==> src/cache_cfg_pkg.sv <==
/*
 * instruction cache geometry constants, tag entry and fetch port structs,
 * controller state encoding
 */

`default_nettype none

package cache_cfg_pkg;

    localparam int ADDR_W   = 32;
    localparam int WORD_W   = 32;
    localparam int BLOCK_W  = 128;  // four words per block
    localparam int OFFSET_W = 4;    // byte offset inside a block

    // tag keeps every bit above the offset, so the set count is free
    localparam int TAG_W = ADDR_W - OFFSET_W;

    typedef struct packed {
        logic             valid;
        logic [TAG_W-1:0] tag;
    } tag_entry_t;

    typedef struct packed {
        logic              req;   // held until data_rdy
        logic [ADDR_W-1:0] addr;
    } fetch_req_t;

    typedef struct packed {
        logic              data_rdy;    // one-cycle pulse
        logic              miss_stall;  // level while a refill is pending
        logic [WORD_W-1:0] data;
    } fetch_resp_t;

    typedef enum logic [2:0] {
        IC_IDLE,
        IC_LOOKUP,
        IC_WAIT_BUSY,
        IC_REFILL,
        IC_FILL
    } ic_state_e;

endpackage

`default_nettype wire

==> src/l2_bus_pkg.sv <==
/*
 * refill bus request and response structs, arbiter state encoding
 */

`default_nettype none

package l2_bus_pkg;

    typedef struct packed {
        logic                             req;       // level, held until rdy
        logic [cache_cfg_pkg::TAG_W-1:0]  blk_addr;  // address bits above offset
    } l2_req_t;

    typedef struct packed {
        logic                               rdy;   // pulse with the block
        logic                               busy;
        logic [cache_cfg_pkg::BLOCK_W-1:0]  data;
    } l2_resp_t;

    typedef enum logic [1:0] {
        ARB_IDLE,
        ARB_GRANT0,
        ARB_GRANT1
    } arb_state_e;

endpackage

`default_nettype wire

==> src/l2_arbiter.sv <==
/*
 * round-robin arbiter sharing one refill port between two caches
 */

`timescale 1ns/1ps
`default_nettype none

module l2_arbiter (
    input  logic                  clk,
    input  logic                  rst,
    input  l2_bus_pkg::l2_req_t   req0,
    input  l2_bus_pkg::l2_req_t   req1,
    output l2_bus_pkg::l2_resp_t  rsp0,
    output l2_bus_pkg::l2_resp_t  rsp1,
    output l2_bus_pkg::l2_req_t   mem_req,
    input  l2_bus_pkg::l2_resp_t  mem_rsp
);

    l2_bus_pkg::arb_state_e state, next_state;
    logic                   last_served;  // cache that got the previous grant

    always_comb begin
        next_state = state;
        case (state)
            l2_bus_pkg::ARB_IDLE: begin
                if (req0.req && req1.req)  // favour the one not served last
                    next_state = last_served ? l2_bus_pkg::ARB_GRANT0 : l2_bus_pkg::ARB_GRANT1;
                else if (req0.req)
                    next_state = l2_bus_pkg::ARB_GRANT0;
                else if (req1.req)
                    next_state = l2_bus_pkg::ARB_GRANT1;
            end
            l2_bus_pkg::ARB_GRANT0,
            l2_bus_pkg::ARB_GRANT1: begin
                if (mem_rsp.rdy) next_state = l2_bus_pkg::ARB_IDLE;  // grant ends with the pulse
            end
            default: next_state = l2_bus_pkg::ARB_IDLE;
        endcase
    end

    always_ff @(posedge clk) begin
        if (rst) begin
            state       <= l2_bus_pkg::ARB_IDLE;
            last_served <= 1'b0;
        end else begin
            state <= next_state;
            if (mem_rsp.rdy) last_served <= (state == l2_bus_pkg::ARB_GRANT1);
        end
    end

    assign mem_req = (state == l2_bus_pkg::ARB_GRANT0) ? req0 :
                     (state == l2_bus_pkg::ARB_GRANT1) ? req1 : '0;

    assign rsp0.rdy  = (state == l2_bus_pkg::ARB_GRANT0) && mem_rsp.rdy;
    assign rsp0.busy = (state == l2_bus_pkg::ARB_GRANT1) || mem_rsp.busy;
    assign rsp0.data = (state == l2_bus_pkg::ARB_GRANT0) ? mem_rsp.data : '0;

    assign rsp1.rdy  = (state == l2_bus_pkg::ARB_GRANT1) && mem_rsp.rdy;
    assign rsp1.busy = (state == l2_bus_pkg::ARB_GRANT0) || mem_rsp.busy;
    assign rsp1.data = (state == l2_bus_pkg::ARB_GRANT1) ? mem_rsp.data : '0;

endmodule

`default_nettype wire

==> config.mk <==
export PLATFORM = sky130hd
export DESIGN_NAME = l2_arbiter
export DESIGN_NICKNAME = d
export VERILOG_FILES = /design/src/cache_cfg_pkg.sv /design/src/l2_bus_pkg.sv /design/src/l2_arbiter.sv
export SDC_FILE = /design/constraint.sdc
export NUM_CORES = 1
export LEC_CHECK = 0
export ABC_AREA = 1
export BUFFER_PORTS_ARGS = -buffer_cell sky130_fd_sc_hd__buf_2
export CAP_MARGIN = 20
export CORE_AREA = 4 4 185 187
export CTS_CLUSTER_SIZE = 30
export DETAILED_ROUTE_END_ITERATION = 16
export DIE_AREA = 0 0 189 191
export GPL_ROUTABILITY_DRIVEN = 0
export PLACE_DENSITY = 0.37
export SLEW_MARGIN = 20
export SYNTH_ARGS = -nofsm -noshare
export SYNTH_HDL_FRONTEND = slang
export SYNTH_SLANG_ARGS = --single-unit
==> constraint.sdc <==
create_clock -name clk -period 2.6 [get_ports clk]
set_input_delay 0.65 -clock clk [delete_from_list [all_inputs] [get_ports clk]]
set_output_delay 0.65 -clock clk [all_outputs]
set_load 0.005 [all_outputs]
==> results.cfg <==
[final_layout]
area_growth_pct = 96.52
fin_nets = 1318
drive_above_1_share = 0.4359
n_antenna_cell = 0

[power_and_ir_drop]
leakagePower_nw = 5.400
ir_drop_mv = 0.3348
p_per_area_nw_per_um2 = 515.8

[placement]
portBuffers = 478
dp_hpwl_um = 14710
post-place-ws_ns = 0.5344

[drt]
ant_nets = 0
via_per_inst = 3.271
drt-total-wl_um = 17050
drt_iter0_drc = 129
wire_per_inst_um = 10.89
num_vias = 5123
drc = 0
drt_pass1_iterations = 4

[global_route]
grt_pass1_wl_um = 24540
overflow = 0
gr-usage-all-layers = 0.08327
first_global_vias = 4763
antenna_found_initial = 0
grt_max_degree = 90

[worst_setup_path]
reg2reg_to = last_served
cp_slowest_cell = inv_2
reg2reg_from = state[0]
crit_fanout = 29
crit_arrival_ns = 1.65
crit_type = register to output pin
end_kind = output pin
crit_path_end = mem_req[12]
rrSetupSlack_ns = 1.29
worstPathCellList = inv_1, ha_4, inv_2, nand3_1, nand2_1, buf_2
crit_path_start = state[1]
cpPeakStageDelay_ns = 0.38
required_ns = 1.95
worst_setup_path_start_kind = register
ff2ff_path_depth = 5

[synthesis]
synthArstFlopShare = 0
synth_cell_types = 12
post_synth.cell_area_avg_um2 = 4.260
netlist_area_um2 = 2875
synth_area_leaders = nand2_1 (43%), inv_1 (34%), buf_6 (11%)
synth_top_area_frac = 0.4256
synth.most_common_cell = nand2_1
ys_seq_area_frac = 0.02089
yosys.area.top_type = nand2_1
synth_ff_type = dfxtp_1
synth-seq-cells = 3
syn_nets = 868
synth_edf_count = 0
syn_inst = 675
yosys_warnings = 0
yosys-top-cells-count = nand2_1 (326), inv_1 (264), nand3_1 (29)

[floorplanning]
die_w_um = 189
row_count = 66
die_height_um = 191
dieArea_um2 = 36100
start_util = 0.08860
pin_count = 479
coreArea_um2 = 32450

[cts]
cts_tree = built
cts.clk_slew.worst_paths_ns = 0.03
numCtsBuffers = 3
clock_sinks = 3
htreeDepth = 1
cts_root_buf = clkbuf_16
post-cts-setup-buffers = 0
cts_hold_buf = 0
cts.path.max_buffers = 2
cts_resized = 0
clk-insertion-delay-late_ns = 0.22

[timing]
worst_slack_ns = 0.3026
max_slew_margin = 0.6862
clock_skew_ns = 0.003687
finalSetupViolCount = 0
grt_setup_unrepaired = false
hold_violations = 0
worstMarginPinSlew_ns = 0.4700
maxClockFrequency_mhz = 435.3
tns_ns = 0
min_period_over_period = 0.8836
slew_viol_final = 0
fin_crit_ns = 2.297

[flow_run]
cap_viol_max_count = 0

[min_path]
hp-class = register to register

[status]
status = finished, final reports clean
==> how the worst min path moves through the flow <==
stage               slack, ns           to         from  cells after the start
floorplan                0.43  last_served  last_served                      2
global placement         0.45  last_served  last_served                      2
global route             0.49  last_served  last_served                      2
CTS                      0.47  last_served  last_served                      2
finish                   0.46  last_served  last_served                      2
detailed placement       0.46  last_served  last_served                      2
==> cells in the final DEF (no fill, tap or decap) <==
cell	netlist	layout
buf_12	0	4
dfxtp_1	3	3
nand3_1	29	29
ha_4	0	2
or2_1	2	2
nor2_1	6	6
buf_2	10	478
buf_4	2	2
clkbuf_1	0	1
inv_2	1	1
nand2_1	326	326
a21oi_1	2	2
ha_1	3	1
inv_1	264	264
clkbuf_16	0	3
==> sequential cells by signal, summed over array words and instances (netlist names) <==
name         cells
state            2
last_served      1
==> per-stage QoR <==
| step | instances | util | power, mW | area [um2] | hold WS (ns) |
|---|---|---|---|---|---|
| 2_1_floorplan | 675 | - | 1.597 | 2875 | 0.4328 |
| 3_3_place_gp | 1562 | 0.1717 | 2.762 | 5572 | 0.4537 |
| 3_5_place_dp | 1562 | 0.1717 | 2.719 | 5572 | 0.4610 |
| 4_1_cts | 1566 | 0.1741 | 2.984 | 5650 | 0.4664 |
| 5_1_grt | 1566 | 0.1741 | 3.277 | 5650 | 0.4853 |
| 6_report | 1566 | 0.1741 | 2.914 | 5650 | 0.4609 |
==> worst max-delay path: cells and delay by family, from the launching register on <==
kind	cells	cell delay [ns]
fa+ha+maj	1	0.25
buf+inv	3	0.60
flops	1	0.35
simple gates	2	0.22
==> layout make-up <==
type / instances / area, um2
Fill cell: 3909 / 26800
Clock buffer: 4 / 78.83
Sequential cell: 3 / 60.06
Inverter: 265 / 994.7
Tap cell: 442 / 553.0
Timing Repair Buffer: 484 / 2487
Multi-Input combinational cell: 368 / 1476
==> logic make-up (layout without fill, tap and decap cells) <==
| family | after synthesis | in the layout | synth area share |
|---|---|---|---|
| buffers and inverters | 304 | 753 | 0.4743 |
| adders and majority gates | 3 | 3 | 0.01306 |
| AOI/OAI and AO/OA | 2 | 2 | 0.003481 |
| DFF | 3 | 3 | 0.02089 |
| and+or+nand+nor | 363 | 363 | 0.4882 |
==> layer usage <==
layer  wire (um)  track usage
met2        8585       0.1629
met3        1718      0.01917
met5           0            0
met4         563      0.03363
met1        6186      0.08473
==> report_power, final <==
part	switching (mW)	internal, mW
combinational	1.52	1.08
sequential	0.0111	0.0594
clock	0.0430	0.202
total	1.58	1.34
Power figures use the tool's default switching activity.
