## config.mk

```make
export PLATFORM = sky130hd
export DESIGN_NAME = icache_ways
export DESIGN_NICKNAME = d
export VERILOG_FILES = /design/src/cache_cfg_pkg.sv /design/src/icache_ways.sv
export SDC_FILE = /design/constraint.sdc
export NUM_CORES = 2
export LEC_CHECK = 0
export BUFFER_PORTS_ARGS = -buffer_cell sky130_fd_sc_hd__buf_2
export CAP_MARGIN = 20
export CORE_MARGIN = 2
export CORE_UTILIZATION = 45
export CTS_BUF_LIST = sky130_fd_sc_hd__clkbuf_8
export CTS_CLUSTER_SIZE = 30
export DETAILED_ROUTE_END_ITERATION = 6
export SETUP_SLACK_MARGIN = 0.02
export SLEW_MARGIN = 30
export SYNTH_ARGS = -nofsm -noshare
export SYNTH_HDL_FRONTEND = slang
export SYNTH_MEMORY_MAX_BITS = 65536
export SYNTH_SLANG_ARGS = --single-unit
export TNS_END_PERCENT = 30
```

## constraint.sdc

```tcl
create_clock -name clk -period 39.7 [get_ports clk]
set_input_delay 7.94 -clock clk [delete_from_list [all_inputs] [get_ports clk]]
set_output_delay 7.94 -clock clk [all_outputs]
set_load 0.05 [all_outputs]
```

## src/cache_cfg_pkg.sv

```systemverilog
/*
 * instruction cache geometry constants, tag entry and fetch port structs,
 * controller state encoding
 */

`default_nettype none

package cache_cfg_pkg;

    localparam int ADDR_W   = 32;
    localparam int WORD_W   = 32;
    localparam int BLOCK_W  = 128;  // four words per block
    localparam int OFFSET_W = 4;    // byte offset inside a block

    // tag keeps every bit above the offset, so the set count is free
    localparam int TAG_W = ADDR_W - OFFSET_W;

    typedef struct packed {
        logic             valid;
        logic [TAG_W-1:0] tag;
    } tag_entry_t;

    typedef struct packed {
        logic              req;   // held until data_rdy
        logic [ADDR_W-1:0] addr;
    } fetch_req_t;

    typedef struct packed {
        logic              data_rdy;    // one-cycle pulse
        logic              miss_stall;  // level while a refill is pending
        logic [WORD_W-1:0] data;
    } fetch_resp_t;

    typedef enum logic [2:0] {
        IC_IDLE,
        IC_LOOKUP,
        IC_WAIT_BUSY,
        IC_REFILL,
        IC_FILL
    } ic_state_e;

endpackage

`default_nettype wire

```

## src/icache_ways.sv

```systemverilog
/*
 * two-way tag and data storage with one lru bit per set, registered reads
 */

`timescale 1ns/1ps
`default_nettype none

module icache_ways #(
    parameter int SETS = 16
) (
    input  logic                               clk,
    input  logic                               rst,
    input  logic [$clog2(SETS)-1:0]            rd_index,
    output cache_cfg_pkg::tag_entry_t          tag0,
    output cache_cfg_pkg::tag_entry_t          tag1,
    output logic [cache_cfg_pkg::BLOCK_W-1:0]  blk0,
    output logic [cache_cfg_pkg::BLOCK_W-1:0]  blk1,
    output logic                               lru,
    input  logic                               wr_en,
    input  logic                               wr_way,
    input  cache_cfg_pkg::tag_entry_t          wr_tag,
    input  logic [cache_cfg_pkg::BLOCK_W-1:0]  wr_blk,
    input  logic                               touch_en,
    input  logic                               touch_way
);

    logic [cache_cfg_pkg::TAG_W-1:0]    tag_mem0  [SETS];
    logic [cache_cfg_pkg::TAG_W-1:0]    tag_mem1  [SETS];
    logic [cache_cfg_pkg::BLOCK_W-1:0]  data_mem0 [SETS];
    logic [cache_cfg_pkg::BLOCK_W-1:0]  data_mem1 [SETS];
    logic [SETS-1:0]                    valid0, valid1;
    logic [SETS-1:0]                    lru_bits;  // names the way to replace next

    always_ff @(posedge clk) begin
        if (rst) begin
            valid0   <= '0;
            valid1   <= '0;
            lru_bits <= '0;
        end else if (wr_en) begin
            if (wr_way) valid1[rd_index] <= wr_tag.valid;
            else        valid0[rd_index] <= wr_tag.valid;
            lru_bits[rd_index] <= ~wr_way;  // point away from the filled way
        end else if (touch_en) begin
            lru_bits[rd_index] <= ~touch_way;
        end
    end

    // tag and block payload
    always_ff @(posedge clk) begin
        if (wr_en && !wr_way) begin
            tag_mem0[rd_index]  <= wr_tag.tag;
            data_mem0[rd_index] <= wr_blk;
        end
        if (wr_en && wr_way) begin
            tag_mem1[rd_index]  <= wr_tag.tag;
            data_mem1[rd_index] <= wr_blk;
        end
    end

    // read port, old data on a same-cycle write
    always_ff @(posedge clk) begin
        tag0.valid <= valid0[rd_index];
        tag0.tag   <= tag_mem0[rd_index];
        tag1.valid <= valid1[rd_index];
        tag1.tag   <= tag_mem1[rd_index];
        blk0       <= data_mem0[rd_index];
        blk1       <= data_mem1[rd_index];
        lru        <= lru_bits[rd_index];
    end

endmodule

`default_nettype wire

```

==> reports/results.md <==
## Final layout
* Layout area overhead: 13.8%
* net total in the final layout: 9454
* sequential cell area: 0.157 mm²
* Finished Core Util: 51.4%
* total area of multi-input combinational cells: 0.0357 mm²
* final cell count without fillers: 15800
* proportion of layout cells with a drive suffix above 1: 31.0%
* Filler Cells Inserted: 33400

## Synthesis
* Cell variety after synth: 30
* Post-synth EDFFs: 4992
* synthesized area: 0.195 mm²
* post-synthesis net count: 8378
* most common cell in the synthesized netlist: sky130_fd_sc_hd__edfxtp_1
* leading register cell type out of synthesis: sky130_fd_sc_hd__edfxtp_1
* per-instance average area after synthesis: 23.7 µm²
* Syn Inst Count: 8211
* Synth top cells by count: sky130_fd_sc_hd__edfxtp_1, sky130_fd_sc_hd__mux4_2, sky130_fd_sc_hd__a22oi_1
* Warnings, synthesis: 0
* cell types occupying the most area after synthesis: sky130_fd_sc_hd__edfxtp_1, sky130_fd_sc_hd__mux4_2, sky130_fd_sc_hd__dfxtp_1
* post-synthesis sequential area ratio: 80.7%
* library cell with the largest summed area after synthesis: sky130_fd_sc_hd__edfxtp_1
* #FFs+latches synth: 5355
* fraction of registers with async set or reset after synthesis: 0%
* share of the synthesized area in the top cell type: 77.0%

## Pwr
* proportion of power drawn by flip-flops and latches: 55.2%
* Internal Power: 8.79 mW
* relative contribution of the clock network to total power: 39.3%
* combinational share of power: 5.6%
* switching power: 2.67 mW
* total power after layout: 11.5 mW
* power density over cell area: 51.7 mW/mm²
* switch share: 23.3%
* highest ir drop seen on vdd: 0.0000336 V
* leakage: 72.0 nW

## Timing
* summed negative setup slack over all endpoints: 0 ps
* Worst Skew: 79.7 ps
* final-report max-slew violation count: 0
* Max Clk Rate: 0.0802 GHz
* Final setup viols: 0
* Min Clock Period, post-route: 12470 ps
* setup repair after global routing missed its margin: false
* Final period util: 31.4%
* Least-Margin Pin Slew: 1160 ps
* Final Hold Vio Count: 0
* worst slew margin relative to its limit: 22.4%

## Floorplan
* die outline area: 0.438 mm²
* Core Area: 0.431 mm²
* I/O pins: 482
* die extent in x: 662 µm
* count of standard-cell rows: 241
* initial standard-cell utilization of the core: 45.2%
* die height: 662 µm

## Status
* result of the run: complete, no violations

## GRT
* wire length of the first global-routing pass: 718 mm
* largest net degree at the start of global routing: 148
* overall fraction of global-route tracks in use: 23.1%
* via count of the first global-routing pass: 96200
* Congestion Overflow GR: 0
* number of antenna violations at the first check in global routing: 89

## Drt
* vias post-DR: 93400
* post-route antenna net violation count: 0
* DRT Wirelength: 510 mm
* number of DRC violations after detailed-routing iteration 0: 11500
* via density per instance: 5.92
* routed length per placed instance: 32.3 µm
* number of optimization iterations in the first detailed-route pass: 6
* # DRC: 0

## Setup path
* Critical Path Start Type: primary input
* launching point of the worst reg2reg path: data_mem1[3][7]$_DFFE_PP_
* dominant cell type by count on the critical path: sky130_fd_sc_hd__buf_4
* data arrival time at the worst-slack endpoint: 13600 ps
* biggest cell delay along the critical path: 820 ps
* critical-path cell with the highest stage delay: sky130_fd_sc_hd__buf_4
* Crit path buffers/inverters: 8
* data required time at the worst endpoint: 40820 ps
* maximum fanout encountered on the critical timing path: 90
* ordered cell list for the critical path: buf_12, buf_4, buf_4, buf_4, buf_12, buf_16, buf_4, buf_16, mux4_2, a22oi_1, nand2_1
* launching instance or port of the critical path: rd_index[0]
* critical path type: in2reg
* cell family with most CP delay: buffers and inverters
* Critical Path Sink Type: flop

## Run
* Max-cap violations: 0

## CTS
* Clock Latency Late Sink: 1280 ps
* clock tree from TritonCTS: yes
* H-tree levels: 6
* root buffer cell: sky130_fd_sc_hd__clkbuf_8
* cts bufs inserted: 837
* number of hold-repair buffers added at the cts stage: 0
* # Post-CTS Setup Buffers: 0
* Max Buffers Root-to-Sink: 4
* Clk pin slew, worst setup/hold paths: 60 ps
* count of cells resized by post-cts repair: 0
* clock net sink count: 5355

## Min path
* origin of the worst min-delay path: valid1[2]$_SDFFE_PP0P_
* worst min-delay path category: reg2reg

## Placed design
* post-detail-place hpwl: 255 mm
* final weighted congestion of routability-driven global placement: 0.754
* Cells after DPL: 14200
* number of buffer cells added on primary ports: 481

==> flip-flops by register name, summed over array words and instances (netlist names), 29 cells and up <==
name,count
tag_mem1,448
blk1,128
blk0,128
tag0,29
tag_mem0,448
tag1,29
data_mem0,2048
data_mem1,2048
==> cells in the final DEF, fill, tap and decap left out, types with 10 or more instances in the layout <==
cell / n
sky130_fd_sc_hd__nor2_4: 30
sky130_fd_sc_hd__mux4_2: 1260
sky130_fd_sc_hd__inv_12: 15
sky130_fd_sc_hd__diode_2: 34
sky130_fd_sc_hd__nand2_1: 319
sky130_fd_sc_hd__buf_16: 27
sky130_fd_sc_hd__inv_1: 357
sky130_fd_sc_hd__clkinv_8: 10
sky130_fd_sc_hd__a22oi_1: 630
sky130_fd_sc_hd__nand4_1: 29
sky130_fd_sc_hd__buf_4: 132
sky130_fd_sc_hd__clkinv_2: 75
sky130_fd_sc_hd__a31oi_1: 16
sky130_fd_sc_hd__edfxtp_1: 4992
sky130_fd_sc_hd__buf_2: 479
sky130_fd_sc_hd__dfxtp_1: 363
sky130_fd_sc_hd__bufinv_16: 18
sky130_fd_sc_hd__clkbuf_8: 948
sky130_fd_sc_hd__a21oi_1: 32
sky130_fd_sc_hd__o21ai_0: 26
sky130_fd_sc_hd__buf_6: 21
sky130_fd_sc_hd__inv_6: 15
sky130_fd_sc_hd__a311oi_1: 16
sky130_fd_sc_hd__buf_12: 37
sky130_fd_sc_hd__clkinv_1: 114
==> worst reg2reg max path, delay by kind of cell (launching register included) <==
family           cells  cell delay (ps)
AND/OR/NAND/NOR      1              290
multiplexers         1              470
AO/OA/AOI/OAI        1              260
flip-flops           1              360
==> final timing paths <==
path / slack [ps] / to / cells after the start
hold / removal: 480 / valid1[2]$_SDFFE_PP0P_ / 2
setup reg to reg: 38110 / blk1[7]$_DFF_P_ / 3
hold reg to reg: 480 / valid1[2]$_SDFFE_PP0P_ / 2
setup / recovery: 27230 / blk1[41]$_DFF_P_ / 11
==> logic make-up (layout without fill, tap and decap cells) <==
| kind of cell | Yosys count | in the layout | share of synthesized area, % |
|---|---|---|---|
| AND/OR/NAND/NOR | 411 | 411 | 0.886 |
| flip-flops | 5355 | 5355 | 80.7 |
| AO/OA/AOI/OAI | 726 | 726 | 2.72 |
| other | 0 | 34 | 0 |
| buffers and inverters | 459 | 2269 | 1.11 |
| multiplexers | 1260 | 1260 | 14.6 |
==> final cells by class <==
| type | instances | area share, % |
|---|---|---|
| multi-input combinational | 2397 | 16.1 |
| clock buffer | 948 | 5.89 |
| antenna | 34 | 0.0384 |
| clock inverter | 625 | 1.56 |
| sequential | 5355 | 70.9 |
| timing repair buffer | 696 | 2.30 |
| tap | 5710 | 3.22 |
==> through the flow <==
| step | hold slack, ps | worst slack (ps) | cell area (µm²) |
|---|---|---|---|
| detailed placement | 468 | 25730 | 205000 |
| finish | 475 | 27230 | 222000 |
| global placement | 457 | 25650 | 204000 |
| floorplan | 445 | 19520 | 195000 |
| CTS | 476 | 27120 | 221000 |
| global route | 506 | 26640 | 222000 |
==> metal layers <==
metal	share of wire, %	vias to the layer above	track usage (%)
li1	-	37500	-
met1	41	50800	32.5
met2	49	4152	37.5
met3	7.5	813	3.78
met4	2.7	32	6.51
met5	0.038	-	0
==> power by group through the flow <==
stage               sequential (mW)  combinational (mW)  clock (mW)
floorplan                      6.54               0.276           0
global placement               6.44               0.630           0
detailed placement             6.44               0.643           0
CTS                            6.32               0.643        4.59
global route                   6.32               0.675        4.84
finish                         6.32               0.637        4.50
(Power assumes the default switching activity.)
