<file path="config.mk">
export PLATFORM = sky130hd
export DESIGN_NAME = icache_ctrl
export DESIGN_NICKNAME = d
export VERILOG_FILES = /design/src/cache_cfg_pkg.sv /design/src/l2_bus_pkg.sv /design/src/icache_ctrl.sv
export SDC_FILE = /design/constraint.sdc
export NUM_CORES = 1
export LEC_CHECK = 0
export BUFFER_PORTS_ARGS = -buffer_cell sky130_fd_sc_hd__buf_2
export CAP_MARGIN = 20
export CELL_PAD_IN_SITES_DETAIL_PLACEMENT = 1
export CELL_PAD_IN_SITES_GLOBAL_PLACEMENT = 1
export CORE_AREA = 2 2 273 275
export DETAILED_ROUTE_END_ITERATION = 8
export DIE_AREA = 0 0 275 277
export GPL_ROUTABILITY_DRIVEN = 0
export PLACE_DENSITY = 0.54
export REMOVE_ABC_BUFFERS = 1
export SYNTH_ARGS = -nofsm -noshare
export SYNTH_HDL_FRONTEND = slang
export SYNTH_SLANG_ARGS = --single-unit
</file>
<file path="constraint.sdc">
create_clock -name clk -period 4.7 [get_ports clk]
set_input_delay 0.94 -clock clk [delete_from_list [all_inputs] [get_ports clk]]
set_output_delay 0.94 -clock clk [all_outputs]
set_load 0.01 [all_outputs]
</file>
<file path="src/cache_cfg_pkg.sv">
/*
 * instruction cache geometry constants, tag entry and fetch port structs,
 * controller state encoding
 */

`default_nettype none

package cache_cfg_pkg;

    localparam int ADDR_W   = 32;
    localparam int WORD_W   = 32;
    localparam int BLOCK_W  = 128;  // four words per block
    localparam int OFFSET_W = 4;    // byte offset inside a block

    // tag keeps every bit above the offset, so the set count is free
    localparam int TAG_W = ADDR_W - OFFSET_W;

    typedef struct packed {
        logic             valid;
        logic [TAG_W-1:0] tag;
    } tag_entry_t;

    typedef struct packed {
        logic              req;   // held until data_rdy
        logic [ADDR_W-1:0] addr;
    } fetch_req_t;

    typedef struct packed {
        logic              data_rdy;    // one-cycle pulse
        logic              miss_stall;  // level while a refill is pending
        logic [WORD_W-1:0] data;
    } fetch_resp_t;

    typedef enum logic [2:0] {
        IC_IDLE,
        IC_LOOKUP,
        IC_WAIT_BUSY,
        IC_REFILL,
        IC_FILL
    } ic_state_e;

endpackage

`default_nettype wire

</file>
<file path="src/l2_bus_pkg.sv">
/*
 * refill bus request and response structs, arbiter state encoding
 */

`default_nettype none

package l2_bus_pkg;

    typedef struct packed {
        logic                             req;       // level, held until rdy
        logic [cache_cfg_pkg::TAG_W-1:0]  blk_addr;  // address bits above offset
    } l2_req_t;

    typedef struct packed {
        logic                               rdy;   // pulse with the block
        logic                               busy;
        logic [cache_cfg_pkg::BLOCK_W-1:0]  data;
    } l2_resp_t;

    typedef enum logic [1:0] {
        ARB_IDLE,
        ARB_GRANT0,
        ARB_GRANT1
    } arb_state_e;

endpackage

`default_nettype wire

</file>
<file path="src/icache_ctrl.sv">
/*
 * instruction cache controller: lookup, miss handling, refill sequencing
 * and word select for one fetch port
 */

`timescale 1ns/1ps
`default_nettype none

module icache_ctrl #(
    parameter int SETS = 16
) (
    input  logic                               clk,
    input  logic                               rst,
    input  cache_cfg_pkg::fetch_req_t          fetch,
    output cache_cfg_pkg::fetch_resp_t         rsp,
    output logic [$clog2(SETS)-1:0]            rd_index,
    input  cache_cfg_pkg::tag_entry_t          tag0,
    input  cache_cfg_pkg::tag_entry_t          tag1,
    input  logic [cache_cfg_pkg::BLOCK_W-1:0]  blk0,
    input  logic [cache_cfg_pkg::BLOCK_W-1:0]  blk1,
    input  logic                               lru,
    output logic                               wr_en,
    output logic                               wr_way,
    output cache_cfg_pkg::tag_entry_t          wr_tag,
    output logic [cache_cfg_pkg::BLOCK_W-1:0]  wr_blk,
    output logic                               touch_en,
    output logic                               touch_way,
    output l2_bus_pkg::l2_req_t                l2_req,
    input  l2_bus_pkg::l2_resp_t               l2_rsp
);

    localparam int IDX_W = $clog2(SETS);

    cache_cfg_pkg::ic_state_e                state, next_state;
    logic [cache_cfg_pkg::ADDR_W-1:0]        addr_q;
    logic [cache_cfg_pkg::BLOCK_W-1:0]       refill_blk;
    cache_cfg_pkg::fetch_resp_t              rsp_q;
    logic [cache_cfg_pkg::TAG_W-1:0]         addr_tag;
    logic [1:0]                              word_sel;
    logic                                    hit0, hit1, hit;
    logic                                    victim;
    logic                                    accept;

    function automatic logic [cache_cfg_pkg::WORD_W-1:0] pick_word(
        input logic [cache_cfg_pkg::BLOCK_W-1:0] blk,
        input logic [1:0]                        sel
    );
        pick_word = blk[sel * cache_cfg_pkg::WORD_W +: cache_cfg_pkg::WORD_W];
    endfunction

    assign addr_tag = addr_q[cache_cfg_pkg::ADDR_W-1:cache_cfg_pkg::OFFSET_W];
    assign word_sel = addr_q[3:2];

    // no new request in the pulse cycle, the core still holds the old one
    assign accept = (state == cache_cfg_pkg::IC_IDLE) && fetch.req && !rsp_q.data_rdy;

    // ways read one cycle ahead, so idle looks at the live address
    assign rd_index = (state == cache_cfg_pkg::IC_IDLE) ?
                      fetch.addr[cache_cfg_pkg::OFFSET_W +: IDX_W] :
                      addr_q[cache_cfg_pkg::OFFSET_W +: IDX_W];

    assign hit0 = tag0.valid && (tag0.tag == addr_tag);
    assign hit1 = tag1.valid && (tag1.tag == addr_tag);
    assign hit  = hit0 || hit1;

    // invalid way 0 first, then invalid way 1, else the lru way
    assign victim = !tag0.valid ? 1'b0 : (!tag1.valid ? 1'b1 : lru);

    always_comb begin
        next_state = state;
        case (state)
            cache_cfg_pkg::IC_IDLE: begin
                if (accept) next_state = cache_cfg_pkg::IC_LOOKUP;
            end
            cache_cfg_pkg::IC_LOOKUP: begin
                if (hit)
                    next_state = cache_cfg_pkg::IC_IDLE;
                else if (l2_rsp.busy)
                    next_state = cache_cfg_pkg::IC_WAIT_BUSY;
                else
                    next_state = cache_cfg_pkg::IC_REFILL;
            end
            cache_cfg_pkg::IC_WAIT_BUSY: begin
                if (!l2_rsp.busy) next_state = cache_cfg_pkg::IC_REFILL;
            end
            cache_cfg_pkg::IC_REFILL: begin
                if (l2_rsp.rdy) next_state = cache_cfg_pkg::IC_FILL;
            end
            cache_cfg_pkg::IC_FILL: next_state = cache_cfg_pkg::IC_IDLE;
            default: next_state = cache_cfg_pkg::IC_IDLE;
        endcase
    end

    assign touch_en  = (state == cache_cfg_pkg::IC_LOOKUP) && hit;
    assign touch_way = !hit0;  // way 1 when way 0 missed

    assign wr_en        = (state == cache_cfg_pkg::IC_FILL);
    assign wr_way       = victim;
    assign wr_tag.valid = 1'b1;
    assign wr_tag.tag   = addr_tag;
    assign wr_blk       = refill_blk;

    assign l2_req.req      = (state == cache_cfg_pkg::IC_REFILL);  // held until rdy
    assign l2_req.blk_addr = addr_tag;

    always_ff @(posedge clk) begin
        if (rst) begin
            state <= cache_cfg_pkg::IC_IDLE;
        end else begin
            state <= next_state;
        end
    end

    always_ff @(posedge clk) begin
        if (accept) addr_q <= fetch.addr;
        if ((state == cache_cfg_pkg::IC_REFILL) && l2_rsp.rdy) begin
            refill_blk <= l2_rsp.data;  // only valid during the pulse
        end
    end

    always_ff @(posedge clk) begin
        if (rst) begin
            rsp_q.data_rdy   <= 1'b0;
            rsp_q.miss_stall <= 1'b0;
        end else begin
            rsp_q.data_rdy <= 1'b0;
            if (state == cache_cfg_pkg::IC_LOOKUP) begin
                if (hit) begin
                    rsp_q.data_rdy <= 1'b1;
                    rsp_q.data     <= pick_word(hit0 ? blk0 : blk1, word_sel);
                end else begin
                    rsp_q.miss_stall <= 1'b1;
                end
            end else if (state == cache_cfg_pkg::IC_FILL) begin
                rsp_q.data_rdy   <= 1'b1;  // stall drops with the pulse
                rsp_q.miss_stall <= 1'b0;
                rsp_q.data       <= pick_word(refill_blk, word_sel);
            end
        end
    end

    assign rsp = rsp_q;

endmodule

`default_nettype wire

</file>
==> metrics, run 1 <==
Peak VDD IR 0.1900 mV; First-pass DRT Iterations 5; Max-Slew Margin vs Limit 33.90%; maxcap violations 0; worst slack, placed 0.5497 ns; HP Start state[2]; slowest CP cell nor4_1; Layout Nets 2,019; Seq cells post-synth 195; Slew @ Worst Pin 0.9839 ns; top-count cell post-synth edfxtp_1; post-route ant nets 0; Yosys warnings 0; Max FO, Critical Path 4; DR vias/cell 4.301; Chip Height 277 µm; Hold Vio Cnt, Final 0; Die X 275 µm; Yosys top cell area share 49.91%; startpoint types flip-flop; TritonCTS clock tree built; unrepaired setup endpoints after global routing false; HP Class flip-flop to flip-flop; Detailed Place HPWL 45.53 mm; Starting Density 15.54%; final setup margin 0.7019 ns; worst setup path class flip-flop to output pin; H-Tree Depth 4; most frequent cells after synthesis edfxtp_1, nand2_1, clkbuf_1; synth top area cells edfxtp_1, mux4_2, buf_4; Final setup viols 0; Synth area leader edfxtp_1; fill count 8,549; Core Area 73,570 µm²; clock transition at the registers of the reported paths 0.07 ns; final WL 58.92 mm; CP endpoint kind output pin; fin util 22.12%; r2r endpoint rsp[26]; delay-heaviest family, CP simple AND/OR/NAND/NOR gates; hold buffers post-CTS 0; reg2reg path depth 7; Area growth syn-to-layout 42.37%; status finished clean; max-slew violations 0; Synth Cell Area 11,430 µm²; Post-Syn Instances 944; I/O Buffers 704; CTS Sinks 195; largest net degree at the start of global routing 163; Hold Crit Depth 1; setup bufs post-CTS 0; Data required, critical path 3.76 ns; Worst path max stage delay 0.76 ns; clk_lat worst skew 0.50 ns; Max clock buf depth 2; WP buf/inv 1; Avg Inst Size Synth 12.11 µm²; crit path time final 3.998 ns; vias in the first global route 11,640; fraction of registers with async set/reset 0%; Leak Pwr 6.679 nW; hold worst-path end state[1]; Seq/Total Area, Yosys 50.78%; detailed-route DRC error count 0; worst clock skew 0.01817 ns; Tcrit/Tclk final 85.06%; R2R setup slack 1.14 ns; initial antenna violation count 14; Via Count 10,880; num rows 100; I/O Pins 708; PD cells 279.6 nW/µm²; per-cell routed wire length 23.30 µm; Max Freq 250.1 MHz; Worst EP arrival 3.06 ns; Root Buffer clkbuf_16; number of synthesized flops with an enable pin 190; Cell Chain, Critical Path xor2_1 > nor4_1 > and4_4 > a22oi_1 > nor2_1 > buf_2; Initial DRC Count 507; cts bufs inserted 17; global-route wire length before repair 82.42 mm; post-route setup TNS 0 ns; CTS resizes 0; die area 76,180 µm²; GR Overflow Total 0; gr usage total 15.01%; RR Startpoint addr_q[30]; layout cells sized above 1 54.06%; top_reg_cell synth edfxtp_1; Synth cell types 42
-- flip-flops by register name, summed over array words and instances, names as in the netlist --
| signal | count |
|---|---|
| addr_q | 30 |
| wr_blk | 128 |
| state | 3 |
| rsp | 34 |
-- placed cells by master (no fill, tap or decap), drive strengths merged, types with 2 or more instances in the layout --
cell and n:
and3 33, bufinv 2, and2 3, nor2b 2
and4b 32, a31o 31, mux2 4, and4 35
edfxtp 190, xor2 23, nand2 102, a211oi 34
a22oi 33, a31oi 2, nor3 2, nor3b 2
diode 8, xnor2 33, nand4 8, nand2b 34
and3b 2, o41ai 32, clkinv 6, dfxtp 5
clkbuf 17, mux4 32, or4 31, buf 730
nor4 39, o31ai 31, nor2 4, inv 8
o21ba 2
-- logic make-up after synthesis --
logic type             Yosys count  synth area share, %
flip-flops                     195                50.78
other                            1              0.03280
buffers and inverters          156                7.092
multiplexers                    36                6.698
AO/OA/AOI/OAI                  167                12.79
XOR/XNOR                        56                4.290
AND/OR/NAND/NOR                333                18.31
-- metrics by stage --
step / cell area [µm²] / power, mW / instances / hold slack [ns]
global placement: 15630 / 2.946 / 2489 / 0.5195
CTS: 16260 / 4.632 / 2521 / 0.5517
finish: 16280 / 4.551 / 2529 / 0.5633
floorplan: 10630 / 2.484 / 790 / 0.4778
detailed placement: 15630 / 2.959 / 2489 / 0.5372
global route: 16270 / 4.753 / 2527 / 0.5713
-- worst max path at each step --
stage / cells after the start / startpoint / end
2_1_floorplan: 6 / tag0[13] / rsp[0]
3_3_place_gp: 9 / tag0[8] / rsp[30]
3_5_place_dp: 9 / tag0[8] / rsp[30]
4_1_cts: 6 / addr_q[4] / touch_en
5_1_grt: 6 / addr_q[4] / touch_en
6_report: 6 / addr_q[30] / touch_en
-- per-layer routing --
layer	part of all wire [%]	global-route usage, %	up-vias
li1	-	-	4912
met1	39	16.81	5427
met2	51	26.53	461
met3	7.6	4.786	66
met4	2.0	5.198	12
met5	0.13	0	-
-- power by group --
group	switching, mW	total, mW	internal [mW]	leakage, nW
registers	0.0609	2.03	1.97	1.78
logic	0.470	0.875	0.405	4.60
clock network	0.829	1.64	0.813	0.301
total	1.36	4.55	3.19	6.68
-- cell type report --
cell class / instances / area, µm² / share of cell area, %
Multi-Input combinational cell: 593 / 4852 / 29.81
Tap cell: 969 / 1212 / 7.449
Clock inverter: 15 / 196.4 / 1.207
Antenna cell: 8 / 20.02 / 0.1230
Clock buffer: 17 / 425.4 / 2.614
Inverter: 2 / 7.507 / 0.04613
Timing Repair Buffer: 730 / 3756 / 23.08
Sequential cell: 195 / 5806 / 35.67
(Power assumes the default switching activity.)
==> run 2, diff against run 1 <==
Settings changed: CELL_PAD_IN_SITES_DETAIL_PLACEMENT 1 to unset, CELL_PAD_IN_SITES_GLOBAL_PLACEMENT 1 to unset, CORE_AREA 2 2 273 275 to 2 2 278 280, DIE_AREA 0 0 275 277 to 0 0 280 282, PLACE_DENSITY 0.54 to 0.44.
==> run 2 against run 1 <==
Sequential share of layout area fell by 0.11 points. Sequential power barely moved. Via count fell by 0.33%. First-iteration DRC count rose by 9.9%.
==> metrics, run 2 (same netlist as run 1, synthesis figures left out) <==
unrepaired setup endpoints after global routing false; I/O Buffers 704; final WL 56.49 mm; Die X 280 µm; Max Freq 249.9 MHz; crit path time final 4.001 ns; Slew @ Worst Pin 1.023 ns; crit path from tag0[25]; HP Class flip-flop to flip-flop; Tcrit/Tclk final 85.14%; CTS Sinks 195; global-route wire length before repair 77.97 mm; Data required, critical path 3.76 ns; Area growth syn-to-layout 42.83%; layout cells sized above 1 54.05%; fin cells 2,536; CP endpoint kind output pin; Peak VDD IR 0.1943 mV; First-pass DRT Iterations 7; placed insts 2,502; num rows 101; I/O Pins 708; per-cell routed wire length 22.28 µm; Seq. cell area 5806 µm²; largest net degree at the start of global routing 87; Chip Height 282 µm; Worst EP arrival 3.06 ns; H-Tree Depth 4; TritonCTS clock tree built; Post-Place Cell Area 15,740 µm²; worst clock skew 0.02020 ns; hold buffers post-CTS 0; PD cells 276.2 nW/µm²; vias in the first global route 11,360; most common cell after layout, fill and taps aside buf_2; status finished clean; Final setup viols 0; clock transition at the registers of the reported paths 0.08 ns; detailed-route DRC error count 0; maxcap violations 0; setup bufs post-CTS 0; max reg flops 128; startpoint types primary input; most frequent cells in the layout buf_2, edfxtp_1, nand2_1; RR Startpoint addr_q[21]; Final Instance Area 16,330 µm²; Hold Vio Cnt, Final 0; Starting Density 15.10%; gr usage total 13.75%; fill count 8,349; worst setup path class primary input to output pin; Core Area 75,700 µm²; max-slew violations 0; Root Buffer clkbuf_16; Via Count 10,840; Max FO, Critical Path 13; post-route ant nets 0; Max-Slew Margin vs Limit 31.81%; initial antenna violation count 8; HP Start state[2]; Max clock buf depth 2; die area 78,960 µm²; CTS resizes 0; DR vias/cell 4.275; cts bufs inserted 17; Initial DRC Count 557; GR Overflow Total 0; clk_lat worst skew 0.50 ns; area of the multi-input gates 4852 µm²; Leak Pwr 6.698 nW; Layout Nets 2,023; Detailed Place HPWL 43.80 mm
run 2: per-stage QoR:
step	utilization [%]	worst slack (ns)	hold slack (ns)	setup TNS, ns	power [mW]
global placement	20.79	0.7479	0.5178	0	2.959
detailed placement	20.79	0.6807	0.5330	0	2.966
CTS	21.56	0.6386	0.5436	0	4.591
finish	21.57	0.6985	0.5384	0	4.510
floorplan	-	-1.164	0.4778	-74.13	2.484
global route	21.57	0.4981	0.5665	0	4.704
run 2: cell type report:
| class | instances | share of cell area (%) |
|---|---|---|
| tap | 978 | 7.494 |
| timing repair buffer | 734 | 23.57 |
| inverter | 2 | 0.04598 |
| clock inverter | 13 | 0.9349 |
| multi-input combinational | 593 | 29.72 |
| clock buffer | 19 | 2.651 |
| sequential | 195 | 35.56 |
| antenna | 2 | 0.03065 |
run 2: path summary, 6_finish.rpt:
path              slack, ns        to  cells after the start
setup / recovery       0.70  touch_en                      7
hold / removal         0.54  state[1]                      1
setup reg to reg       1.26   rsp[19]                      7
hold reg to reg        0.54  state[1]                      1
run 2: power by group:
group | internal, mW | switching, mW
Clock | 0.796 | 0.794
Sequential | 1.97 | 0.0573
Combinational | 0.410 | 0.478
run 2: worst max-delay path, cell delays in order:
cell	delay, ns
buf_2	0.10
xor2_1	0.17
nor4_1	0.59
and4_4	0.54
a22oi_1	0.24
nor2_1	0.28
buf_2	0.19
run 2: metal layers:
| metal | up-vias | track usage, % | share of wire [%] |
|---|---|---|---|
| met3 | 81 | 4.947 | 8.6 |
| met1 | 5341 | 15.19 | 39 |
| met5 | - | 0 | 0.14 |
| met4 | 12 | 5.553 | 2.8 |
| met2 | 510 | 23.93 | 50 |
| li1 | 4898 | - | - |
==> run 3, diff against run 2 <==
Settings changed: CELL_PAD_IN_SITES_DETAIL_PLACEMENT set to 0, CELL_PAD_IN_SITES_GLOBAL_PLACEMENT set to 1, CORE_AREA 2 2 278 280 to 2 2 273 275, DIE_AREA 0 0 280 282 to 0 0 275 277, PLACE_DENSITY 0.44 to 0.54.
==> run 3 against run 2 <==
Final cell count shrank 0.47%. Combinational power is 2.5% lower. Sequential cell count did not move. Wire length grew 1.5%. Fmax increased by 0.17%. Total power increased by 0.58%. Final area is 0.41% lower. Non-clock buffer count down 4. Clock skew is 0.00095 ns lower. Via count shrank 0.85%. Die area down 3.5%. Largest power group unchanged.
==> metrics, run 3 (same netlist as run 1, synthesis figures left out) <==
hold buffers post-CTS 0; DR vias/cell 4.259; most frequent cells in the layout buf_2, edfxtp_1, nand2_1; PD cells 278.9 nW/µm²; initial antenna violation count 11; clock transition at the registers of the reported paths 0.09 ns; Cell Chain, Critical Path xor2_1 > nor4_1 > and4_4 > a22oi_1 > nor2_1 > buf_2; unrepaired setup endpoints after global routing false; final WL 57.33 mm; fin cells 2,524; fin util 22.10%; per-cell routed wire length 22.71 µm; Die X 275 µm; CTS Sinks 195; cts bufs inserted 17; placed insts 2,489; fill count 8,110; maxcap violations 0; I/O Buffers 704; Via Count 10,750; max-slew violations 0; TritonCTS clock tree built; CTS resizes 0; Tcrit/Tclk final 84.99%; Peak VDD IR 0.1789 mV; CP endpoint kind output pin; Layout Nets 2,019; clk_lat worst skew 0.48 ns; Root Buffer clkbuf_16; worst setup path class flip-flop to output pin; Core Area 73,570 µm²; slowest CP cell nor4_1; setup bufs post-CTS 0; largest net degree at the start of global routing 163; detailed-route DRC error count 0; Slew @ Worst Pin 1.086 ns; final hold slack 0.5389 ns; Max clock buf depth 2; most common cell after layout, fill and taps aside buf_2; Chip Height 277 µm; First-pass DRT Iterations 5; num rows 100; Seq. cell area 5806 µm²; area of the multi-input gates 4852 µm²; Worst EP arrival 3.05 ns; H-Tree Depth 4; vias in the first global route 11,460; HP Class flip-flop to flip-flop; startpoint types flip-flop; gr usage total 14.56%; Worst path max stage delay 0.79 ns; I/O Pins 708; max reg flops 128; Hold Vio Cnt, Final 0; Leak Pwr 6.677 nW; WP buf/inv 1; Max Freq 250.3 MHz; post-route ant nets 0; Data required, critical path 3.76 ns; worst clock skew 0.01925 ns; GR Overflow Total 0; Area growth syn-to-layout 42.23%; Max-Slew Margin vs Limit 27.02%; die area 76,180 µm²; Starting Density 15.54%; Initial DRC Count 503; global-route wire length before repair 79.81 mm; delay-heaviest family, CP simple AND/OR/NAND/NOR gates; crit path time final 3.995 ns; layout cells sized above 1 54.03%; Max FO, Critical Path 4; Detailed Place HPWL 44.07 mm; status finished clean; Final setup viols 0
run 3: cell types whose count changed in the layout (fill, tap and decap cells not counted):
cell        delta
clkinv_8       +2
inv_8          +2
clkinv_4       +1
clkinv_2       -2
clkinvlp_4     -2
buf_12         -5
diode_2        +2
buf_4          +1
clkbuf_1       -2
run 3: cell type report:
| cell class | count | share of cell area (%) |
|---|---|---|
| multi-input combinational | 593 | 29.84 |
| antenna | 4 | 0.06156 |
| clock buffer | 17 | 2.616 |
| sequential | 195 | 35.70 |
| inverter | 2 | 0.04617 |
| clock inverter | 14 | 1.177 |
| tap | 969 | 7.456 |
| timing repair buffer | 730 | 23.10 |
run 3: worst register-to-register path: cells and delay by family (launching register included):
kind	cells	cell delay [ns]
compound gates	2	0.39
xor+xnor	1	0.21
buf+inv	1	0.47
flops	1	0.56
simple gates	3	1.68
run 3: metal layers:
| layer | wire (µm) | GRT usage [%] | vias to the layer above | part of all wire [%] |
|---|---|---|---|---|
| li1 | - | - | 4904 | - |
| met1 | 22030 | 16.11 | 5258 | 38 |
| met2 | 29050 | 25.73 | 491 | 51 |
| met3 | 4584 | 4.778 | 85 | 8.0 |
| met4 | 1590 | 5.322 | 12 | 2.8 |
| met5 | 77 | 0 | - | 0.13 |
run 3: path summary, 6_finish.rpt:
check,cells past startpoint,endpoint,slack [ns],start
worst min-delay path,1,state[1],0.54,state[2]
worst max register to register,7,rsp[19],1.14,addr_q[30]
worst max-delay path,6,touch_en,0.71,addr_q[30]
worst min register to register,1,state[1],0.54,state[2]
run 3: stage by stage:
step	setup WS (ns)	total power, mW	setup TNS [ns]	area, µm²
after floorplan	-1.164	2.484	-74.13	10630
after global placement	0.6086	2.946	0	15630
after detailed placement	0.5732	2.951	0	15630
after CTS	0.5886	4.623	0	16250
after global routing	0.5739	4.743	0	16260
final	0.7055	4.536	0	16260
run 3: report_power, final:
group	total (mW)	internal [mW]	switching [mW]	leakage (nW)
Sequential	2.03	1.97	0.0599	1.78
Combinational	0.867	0.405	0.462	4.60
Clock	1.64	0.814	0.821	0.299
